$ cat src/hw/gamepad_pkg.sv
// shared widths, vector types, poller states and timing defaults for the gamepad front end
`default_nettype none

package gamepad_pkg;

    // button counts per pad
    localparam int NES_BITS  = 8;
    localparam int SNES_BITS = 12;   // fixed by the snes protocol

    // nes buttons, pressed = 1
    // bit 7 down to 0: a, b, select, start, up, down, left, right
    typedef logic [NES_BITS-1:0] nes_buttons_t;

    // snes frame in serial order, first bit shifted in lands at bit 11
    // b, y, select, start, up, down, left, right, a, x, l, r
    typedef logic [SNES_BITS-1:0] snes_frame_t;

    // nes poller timing counter, holds up to 2047 cycles
    typedef logic [10:0] cycle_count_t;

    // nes poller states
    typedef enum logic [1:0] {
        latch_pulse,   // latch held high
        read_a,        // a bit already on the data pin, clock idle low
        read_shift     // one clock slot per remaining button
    } nes_state_t;

    // 64 MHz system clock
    localparam cycle_count_t LATCH_CYCLES_DEFAULT = 11'd768;  // 12 us latch and bit period
    localparam cycle_count_t HALF_CYCLES_DEFAULT  = 11'd384;  // 6 us half period

    // snes decode
    localparam snes_frame_t SNES_NONE = '1;   // idle pmod line, no pad attached
    localparam int SNES_MAX_PRESSED   = 2;    // more than this is a corrupt frame

endpackage

`default_nettype wire

$ cat src/hw/gamepad_top.sv
// gamepad front end top, nes poller plus snes pmod path with snes taking priority when present
`default_nettype none

module gamepad_top #(
    parameter gamepad_pkg::cycle_count_t latch_cycles = gamepad_pkg::LATCH_CYCLES_DEFAULT,
    parameter gamepad_pkg::cycle_count_t half_cycles  = gamepad_pkg::HALF_CYCLES_DEFAULT
) (
    input  logic clk,
    input  logic rst_n,

    // nes 7-pin port
    input  logic nes_data,
    output logic nes_latch,
    output logic nes_clk,

    // snes gamepad pmod
    input  logic pmod_data,
    input  logic pmod_clk,
    input  logic pmod_latch,

    // buttons shared by both pads
    output logic a,
    output logic b,
    output logic select,
    output logic start,
    output logic up,
    output logic down,
    output logic left,
    output logic right,

    // snes only
    output logic x,
    output logic y,
    output logic l,
    output logic r,

    output logic snes_active   // 1 = snes pad in use, 0 = nes
);

    gamepad_pkg::nes_buttons_t nes_buttons;
    gamepad_pkg::snes_frame_t  frame;
    gamepad_pkg::snes_frame_t  snes_buttons;
    logic                      is_present;

    nes_poller #(
        .latch_cycles (latch_cycles),
        .half_cycles  (half_cycles)
    ) u_nes_poller (
        .clk         (clk),
        .rst_n       (rst_n),
        .nes_data    (nes_data),
        .nes_latch   (nes_latch),
        .nes_clk     (nes_clk),
        .nes_buttons (nes_buttons)
    );

    snes_pmod_receiver u_snes_rx (
        .clk        (clk),
        .rst_n      (rst_n),
        .pmod_data  (pmod_data),
        .pmod_clk   (pmod_clk),
        .pmod_latch (pmod_latch),
        .frame      (frame)
    );

    snes_frame_decoder u_snes_dec (
        .frame        (frame),
        .snes_buttons (snes_buttons),
        .is_present   (is_present)
    );

    // snes wins whenever a pad answers on the pmod
    // nes bits: a b select start up down left right from bit 7
    // snes bits: b y select start up down left right a x l r from bit 11
    assign a      = is_present ? snes_buttons[3]  : nes_buttons[7];
    assign b      = is_present ? snes_buttons[11] : nes_buttons[6];
    assign select = is_present ? snes_buttons[9]  : nes_buttons[5];
    assign start  = is_present ? snes_buttons[8]  : nes_buttons[4];
    assign up     = is_present ? snes_buttons[7]  : nes_buttons[3];
    assign down   = is_present ? snes_buttons[6]  : nes_buttons[2];
    assign left   = is_present ? snes_buttons[5]  : nes_buttons[1];
    assign right  = is_present ? snes_buttons[4]  : nes_buttons[0];

    // nes pad has no x y l r
    assign x = is_present & snes_buttons[2];
    assign y = is_present & snes_buttons[10];
    assign l = is_present & snes_buttons[1];
    assign r = is_present & snes_buttons[0];

    assign snes_active = is_present;

endmodule

`default_nettype wire

$ cat src/hw/nes_poller.sv
// nes pad protocol engine, pulses latch, clocks out the seven later bits, samples eight buttons
`default_nettype none

module nes_poller #(
    parameter gamepad_pkg::cycle_count_t latch_cycles = gamepad_pkg::LATCH_CYCLES_DEFAULT,
    parameter gamepad_pkg::cycle_count_t half_cycles  = gamepad_pkg::HALF_CYCLES_DEFAULT
) (
    input  logic                      clk,
    input  logic                      rst_n,
    input  logic                      nes_data,     // active low from the pad
    output logic                      nes_latch,    // to pad
    output logic                      nes_clk,      // to pad
    output gamepad_pkg::nes_buttons_t nes_buttons   // pressed = 1
);

    // index into nes_buttons for the shifted bits
    localparam int IDX_BITS = $clog2(gamepad_pkg::NES_BITS);

    // b is the first bit behind a, right is bit 0
    localparam logic [IDX_BITS-1:0] FIRST_SHIFT_IDX =
        IDX_BITS'(gamepad_pkg::NES_BITS - 2);

    // a sits at the msb
    localparam int A_IDX = gamepad_pkg::NES_BITS - 1;

    gamepad_pkg::nes_state_t   state;
    gamepad_pkg::cycle_count_t count;      // cycles spent in current state or slot
    logic [IDX_BITS-1:0]       bit_idx;    // button taken by the current read_shift slot

    // frame = (L+1) latch + (H+1) read_a + 7 * (L+1) clock slots
    // latch and clock are registered from the state, so both lag it by one cycle
    always_ff @(posedge clk) begin
        if (!rst_n) begin
            state       <= gamepad_pkg::latch_pulse;
            count       <= '0;
            bit_idx     <= FIRST_SHIFT_IDX;
            nes_latch   <= 1'b0;
            nes_clk     <= 1'b0;
            nes_buttons <= '0;                       // all released
        end else begin
            // defaults, overridden per state
            count     <= count + 1'b1;
            nes_latch <= 1'b0;
            nes_clk   <= 1'b0;

            case (state)
                gamepad_pkg::latch_pulse: begin
                    nes_latch <= 1'b1;               // pad loads its buttons while high
                    if (count == latch_cycles) begin
                        count <= '0;
                        state <= gamepad_pkg::read_a;
                    end
                end

                gamepad_pkg::read_a: begin
                    // a shows up on the pin as soon as latch is seen, no clock needed
                    if (count == '0) begin
                        nes_buttons[A_IDX] <= ~nes_data;
                    end

                    if (count == half_cycles) begin
                        count   <= '0;
                        bit_idx <= FIRST_SHIFT_IDX;
                        state   <= gamepad_pkg::read_shift;
                    end
                end

                gamepad_pkg::read_shift: begin
                    // clock high in the first half of the slot, pad shifts on its rise
                    nes_clk <= (count <= half_cycles);

                    // sample late in the high phase, data long settled
                    if (count == half_cycles) begin
                        nes_buttons[bit_idx] <= ~nes_data;
                    end

                    if (count == latch_cycles) begin
                        count <= '0;
                        if (bit_idx == '0) begin
                            state <= gamepad_pkg::latch_pulse;  // right done, next frame
                        end else begin
                            bit_idx <= bit_idx - 1'b1;
                        end
                    end
                end

                default: begin
                    // unreachable encoding, restart the frame
                    count <= '0;
                    state <= gamepad_pkg::latch_pulse;
                end
            endcase
        end
    end

endmodule

`default_nettype wire

$ cat src/hw/snes_frame_decoder.sv
// snes frame decode, presence check and glitch filter on a captured pmod frame
`default_nettype none

module snes_frame_decoder (
    input  gamepad_pkg::snes_frame_t frame,
    output gamepad_pkg::snes_frame_t snes_buttons,  // frame order, pressed = 1
    output logic                     is_present
);

    // wide enough to count every bit of the frame
    localparam int CNT_BITS = $clog2(gamepad_pkg::SNES_BITS + 1);

    logic                     frame_empty;
    gamepad_pkg::snes_frame_t button_data;
    logic [CNT_BITS-1:0]      pressed_cnt;
    logic                     too_many;

    // idle pmod line shifts in ones
    assign frame_empty = (frame == gamepad_pkg::SNES_NONE);
    assign is_present  = ~frame_empty;

    assign button_data = frame_empty ? '0 : frame;

    // popcount of pressed buttons
    always_comb begin
        pressed_cnt = '0;
        for (int i = 0; i < gamepad_pkg::SNES_BITS; i++) begin
            pressed_cnt = pressed_cnt + CNT_BITS'(button_data[i]);
        end
    end

    // every other pmod frame comes back garbled with many bits set
    assign too_many = (pressed_cnt > CNT_BITS'(gamepad_pkg::SNES_MAX_PRESSED));

    assign snes_buttons = too_many ? '0 : button_data;  // drop the whole frame

endmodule

`default_nettype wire

$ cat src/hw/snes_pmod_receiver.sv
// snes gamepad pmod input stage, syncs the three pmod lines and captures a 12-bit frame
`default_nettype none

module snes_pmod_receiver (
    input  logic                     clk,
    input  logic                     rst_n,
    input  logic                     pmod_data,    // async, driven by the pmod mcu
    input  logic                     pmod_clk,     // async
    input  logic                     pmod_latch,   // async
    output gamepad_pkg::snes_frame_t frame         // last complete frame, all ones = no pad
);

    // two-flop synchronizers, bit 1 is the safe side
    logic [1:0] data_sync;
    logic [1:0] clk_sync;
    logic [1:0] latch_sync;

    // previous synced levels for edge detect
    logic clk_prev;
    logic latch_prev;

    logic clk_rise;
    logic latch_rise;

    gamepad_pkg::snes_frame_t shift_reg;

    always_ff @(posedge clk) begin
        if (!rst_n) begin
            data_sync  <= '0;
            clk_sync   <= '0;
            latch_sync <= '0;
            clk_prev   <= 1'b0;
            latch_prev <= 1'b0;
        end else begin
            data_sync  <= {data_sync[0], pmod_data};
            clk_sync   <= {clk_sync[0], pmod_clk};
            latch_sync <= {latch_sync[0], pmod_latch};
            clk_prev   <= clk_sync[1];
            latch_prev <= latch_sync[1];
        end
    end

    assign clk_rise   = clk_sync[1] & ~clk_prev;
    assign latch_rise = latch_sync[1] & ~latch_prev;

    // data runs through the same two flops as clk, so it lines up with clk_rise
    always_ff @(posedge clk) begin
        if (!rst_n) begin
            shift_reg <= gamepad_pkg::SNES_NONE;
            frame     <= gamepad_pkg::SNES_NONE;   // reads as not present until a frame lands
        end else begin
            if (clk_rise) begin
                // msb first, b ends at bit 11
                shift_reg <= {shift_reg[gamepad_pkg::SNES_BITS-2:0], data_sync[1]};
            end
            if (latch_rise) begin
                frame <= shift_reg;
            end
        end
    end

endmodule

`default_nettype wire

$ cat config.mk
export PLATFORM = sky130hd
export DESIGN_NAME = gamepad_top
export DESIGN_NICKNAME = d
export VERILOG_FILES = /design/src/hw/gamepad_pkg.sv /design/src/hw/gamepad_top.sv /design/src/hw/nes_poller.sv /design/src/hw/snes_frame_decoder.sv /design/src/hw/snes_pmod_receiver.sv
export SDC_FILE = /design/constraint.sdc
export NUM_CORES = 1
export LEC_CHECK = 0
export ABC_AREA = 1
export BUFFER_PORTS_ARGS = -buffer_cell sky130_fd_sc_hd__buf_2
export CAP_MARGIN = 40
export CORE_ASPECT_RATIO = 0.6
export CORE_MARGIN = 3
export CORE_UTILIZATION = 31
export CTS_CLUSTER_DIAMETER = 200
export DETAILED_ROUTE_END_ITERATION = 10
export SLEW_MARGIN = 20
export SYNTH_ARGS = -nofsm -noshare
export SYNTH_HDL_FRONTEND = slang
export SYNTH_SLANG_ARGS = --single-unit
$ cat constraint.sdc
create_clock -name clk -period 4.9 [get_ports clk]
set_input_delay 0.98 -clock clk [delete_from_list [all_inputs] [get_ports clk]]
set_output_delay 0.98 -clock clk [all_outputs]
set_load 0.02 [all_outputs]
# After elaboration in Yosys (flattened, before gate mapping)
# Index checks and enable logic that the tools add are counted.
# totals
ff_bits,58
out_inout_bits,15
elab_cells,93
# classes
n_addsub,13
magnitude_cmp,4
n_eq_ne,12
muxes,29
bitwise,10
n_reduce_logical,11
# ops
op,n
$add A4 B1 Y4,10
$mux W12,2
$mux W11,2
$pmux W11 S2,1
$eq A12 B12 Y1 const B,1
$ne A2 B1 Y1 const B,6
$add A11 B1 Y11 const B,1
$eq A11 B10 Y1 const B,1
$eq A11 B9 Y1 const B,1
$le A11 B9 Y1 const B,1
$logic_not A11 Y1,1
$mux W1,11
$mux W3,3
$bwmux W8,1
$mux W2,4
$mux W8,1
$reduce_and A4 Y1,2
$and A1 B1 Y1,6
$pmux W2 S3,1
$pmux W3 S2,1
$gt A4 B2 Y1 const B,1
$lt A3 B4 Y1 const B,1
$not A1 Y1,4
$reduce_and A2 Y1,2
other kinds (14),14

# Logic depth before layout (Yosys ltp)
# depth
word_depth,16
ltp_mapped,18

# Hierarchy
# From an unflattened synthesis, not the netlist that was laid out.
# unflattened
hier_cells,452
area_unflattened_um2,3163.0
# by_module_without_submodules
mod,instances,cells_per_inst,area_each_um2
nes_poller,1,209,1445.1
snes_pmod_receiver,1,133,1118.6
snes_frame_decoder,1,76,464.2
gamepad_top,1,34,135.1

# Worst setup path before layout
# OpenSTA, ideal clock, no wires.
# synth_timing
path_kind,register to output
startpoint,register u_snes_rx.frame[9]
endpoint,output select
t_arrival_ps,4547
setup_slack_ps,-627
path_stages_with_launch,19
path_buffers,2
cell_sequence,dfxtp_1 > nand4_1 > nor2_1 > nand4_2 > buf_2 > nand2_1 > inv_1 > fa_1 > inv_1 > fa_1 > inv_1 > fa_1 > inv_1 > fa_1 > fa_1 > xor2_1 > o2111ai_1 > clkbuf_1 > o21ai_0
# synth_via
elab_chain_cells,16
# synth_rtl
element,line_no,rtl
start: declaration,snes_pmod_receiver.sv:10,output gamepad_pkg::snes_frame_t frame
start signal: assignment,snes_pmod_receiver.sv:50,frame <= gamepad_pkg::SNES_NONE;
start signal: assignment,snes_pmod_receiver.sv:57,frame <= shift_reg;
$eq A12 B12 Y1,snes_frame_decoder.sv:19,assign frame_empty = (frame == gamepad_pkg::SNES_NONE);
$mux W12,snes_frame_decoder.sv:22,assign button_data = frame_empty ? '0 : frame;
$add A1 B1 Y2,snes_frame_decoder.sv:28,pressed_cnt = pressed_cnt + CNT_BITS'(button_data[i]);
$add A4 B1 Y4 (10 in a row),snes_frame_decoder.sv:28,
$gt A4 B2 Y1,snes_frame_decoder.sv:33,assign too_many = (pressed_cnt > CNT_BITS'(gamepad_pkg::SNES_MAX_PRESSED));
$mux W12,snes_frame_decoder.sv:35,assign snes_buttons = too_many ? '0 : button_data;
$mux W1 (*),gamepad_top.sv:77,assign select = is_present ? snes_buttons[9] : nes_buttons[5];
end: declaration,gamepad_top.sv:24,"output logic select,"
# Mark *: on every way between the ends. The rest lies on a longest branch, timed or not.

# Worst setup path after layout
# layout_timing
startpoint,register u_snes_rx.frame[5]
endpoint,output right
# layout_via
elab_chain_cells,16
# layout_rtl
element,line_no,rtl
$eq A12 B12 Y1,snes_frame_decoder.sv:19,
$mux W12,snes_frame_decoder.sv:22,
$add A1 B1 Y2,snes_frame_decoder.sv:28,
$add A4 B1 Y4 (10 in a row),snes_frame_decoder.sv:28,
$gt A4 B2 Y1,snes_frame_decoder.sv:33,
$mux W12,snes_frame_decoder.sv:35,
$mux W1 (*),gamepad_top.sv:82,assign right = is_present ? snes_buttons[4] : nes_buttons[0];
end: declaration,gamepad_top.sv:29,"output logic right,"
# Marks and branches as above.

==> metrics <==
critical path class flop to output port; IO Port Bufs 20; Boundary Pins 21; Reg clk slew, reported paths 0.05 ns; largest net degree at the start of global routing 46; sequential share of power around 18%; Leak 0.00179 uW; Syn Nets 432; clk_skew approximately 0.0048 ns; first-pass GRT wire length 11,800 um; Fin. Hold Viols 0; Initial Utilization 33.3%; warnings from Yosys 0; Worst Path Max Fanout 7; Clock Power Share a little over a fifth; CP Capture Type output port; Cell Area, Synth 2940 um2; DRC 0; CTS tree built; row count 26; sw power 1130 uW; DP HPWL between 5000 and 6000 um; hold_buf cts 0; initial antenna violation count 0; nets 475; switch share 40.1%; post-layout power 2830 uW; top post-synthesis cells by area dfxtp_1, nand2_1, nand3_1; pwr/cell area 731 nW/um2; Primary FF master, synth dfxtp_1; placement-stage cell area 3430 um2; EDFF count, synth 0; Antenna Nets Post-Route 0; CTS root buffer clkbuf_16; DR WL/cell 11.9 um; GP Congestion 0.809; htree depth 3; RSZ-0062 raised after global routing yes; clk sink count 58; GRT Total Usage between 10% and 20%; top cells by count, synth nand2_1, dfxtp_1, inv_1, nand3_1, nor2_1; worst rel slew slack 46.5%; Worst Path Arrival about 4.3 ns; Least-Margin Pin Slew between 0.8 and 0.9 ns; Comb power frac 61.3%; WP data required 3.92 ns; vias in the first global route 2,445; HP Class flop to flop; Vias 2,582; die area roughly 11,000 um2; CTS Buffer Depth 2; die height 81.5 um; Area Growth Syn to Fin 31.5%; Hold Slack about 0.41 ns; antenna diode instance count 0; fin crit share 108%; async set or reset register ratio after synthesis 0%; min Tclk post-route 5.31 ns; CTS Buf Count 9; Iteration-0 DRC Markers 174; most frequent cell after synthesis nand2_1; Cells after Synth 407; # setup viols final 12; Avg Synthesized Cell Area 7.23 um2; total iterations of the first detailed-routing run 4; Post-Route WL 6900 um; Seq/Total Area, Yosys 39.5%; crit start category flop; Chip Width roughly 130 um; clk_lat worst skew 0.32 ns; final instance area 3870 um2; #FFs+latches synth 58; Peak VDD IR 0.460 mV; max-slew violation count 0; Netlist cell types 32; leading area contributor after synthesis dfxtp_1; fmax approximately 0.19 GHz; outcome finished with violations; layout cell share with drive strength beyond 1 22.4%; Via density 4.44; area share of the largest cell type after synthesis 39.5%; max cap viols 0; gr ovfl total 0; total internal power between 1500 and 2000 uW; Final WS setup -0.414 ns; failing checks setup timing; # fillers 917; core area approximately 9000 um2
[final timing paths]
kind                           start                 endpoint  slack [ns]  cells past startpoint
min reg2reg  u_snes_rx.latch_sync[0]  u_snes_rx.latch_sync[1]        0.41                      2
max               u_snes_rx.frame[5]                    right       -0.41                     17
max reg2reg    u_nes_poller.state[0]  u_nes_poller.bit_idx[2]        3.22                      8
min          u_snes_rx.latch_sync[0]  u_snes_rx.latch_sync[1]        0.41                      2
[cell usage in the layout, fill, tap and decap left out, drive strengths merged, types with 9 or more instances in the layout]
cell      n
buf      46
ha       12
nor3     10
inv      53
nand2   119
dfxtp    58
nand3    45
xor2      9
nand4    10
a21oi     9
clkbuf   11
nor2     43
[worst max-delay path: stages (launching register included)]
cell	delay [ns]
dfxtp_2	0.32
nand4_1	0.13
nor2_2	0.15
nand4_4	0.16
nand2_2	0.14
inv_2	0.04
fa_1	0.47
inv_1	0.05
fa_1	0.47
inv_1	0.05
fa_1	0.47
inv_1	0.05
fa_2	0.35
fa_2	0.55
o2111ai_2	0.14
buf_6	0.20
o22ai_4	0.12
buf_6	0.14
[stage by stage]
stage                     setup TNS (ns)  utilization [%]  std cells  setup WS [ns]
after floorplan                    -1.62                -        407         -0.167
after global placement            -0.863             38.8        561        -0.0913
after detailed placement           -1.90             38.8        561         -0.197
after CTS                          -4.71             43.6        580         -0.426
after global routing               -6.81             43.7        581         -0.603
final                              -4.54             43.7        581         -0.414
[cells by family (layout without fill, tap and decap cells)]
family | after synthesis | after routing | synth area share (%)
xor gates and xnor gates | 10 | 10 | 2.98
buffers and inverters | 67 | 115 | 9.06
adders and majority gates | 19 | 19 | 9.86
AOI/OAI and AO/OA | 24 | 24 | 4.63
and+or+nand+nor | 229 | 229 | 34.0
DFF | 58 | 58 | 39.5
[layer usage]
metal	GRT usage, %	routed length, um	vias to the layer above
met5	0	0	-
met4	5.66	103	0
met3	3.73	212	9
met2	19.9	2730	35
met1	20.2	3860	1163
li1	-	-	1375
[power by group through the flow]
stage,Sequential (uW),Clock (uW),Combinational (uW)
final,498,597,1740
after global routing,499,638,1870
after CTS,498,613,1740
after detailed placement,507,0,1400
after global placement,506,0,1330
after floorplan,506,0,1040
[repair_timing]
item                       CTS  global route
buffers inserted             3             1
gates resized for setup     37             1
pin swaps                   10             2
setup endpoints to repair   12            12
hold endpoints to repair     0             0
[area by class of cell]
type / count / area, um2 / share of cell area, %
Multi-Input combinational cell: 282 / 1680 / 43.3
Sequential cell: 58 / 1170 / 30.3
Timing Repair Buffer: 46 / 378 / 9.77
Clock buffer: 11 / 233 / 6.02
Inverter: 53 / 199 / 5.14
Tap cell: 126 / 158 / 4.08
Clock inverter: 5 / 55.1 / 1.42
No activity file was read; power rests on OpenSTA's default activity.
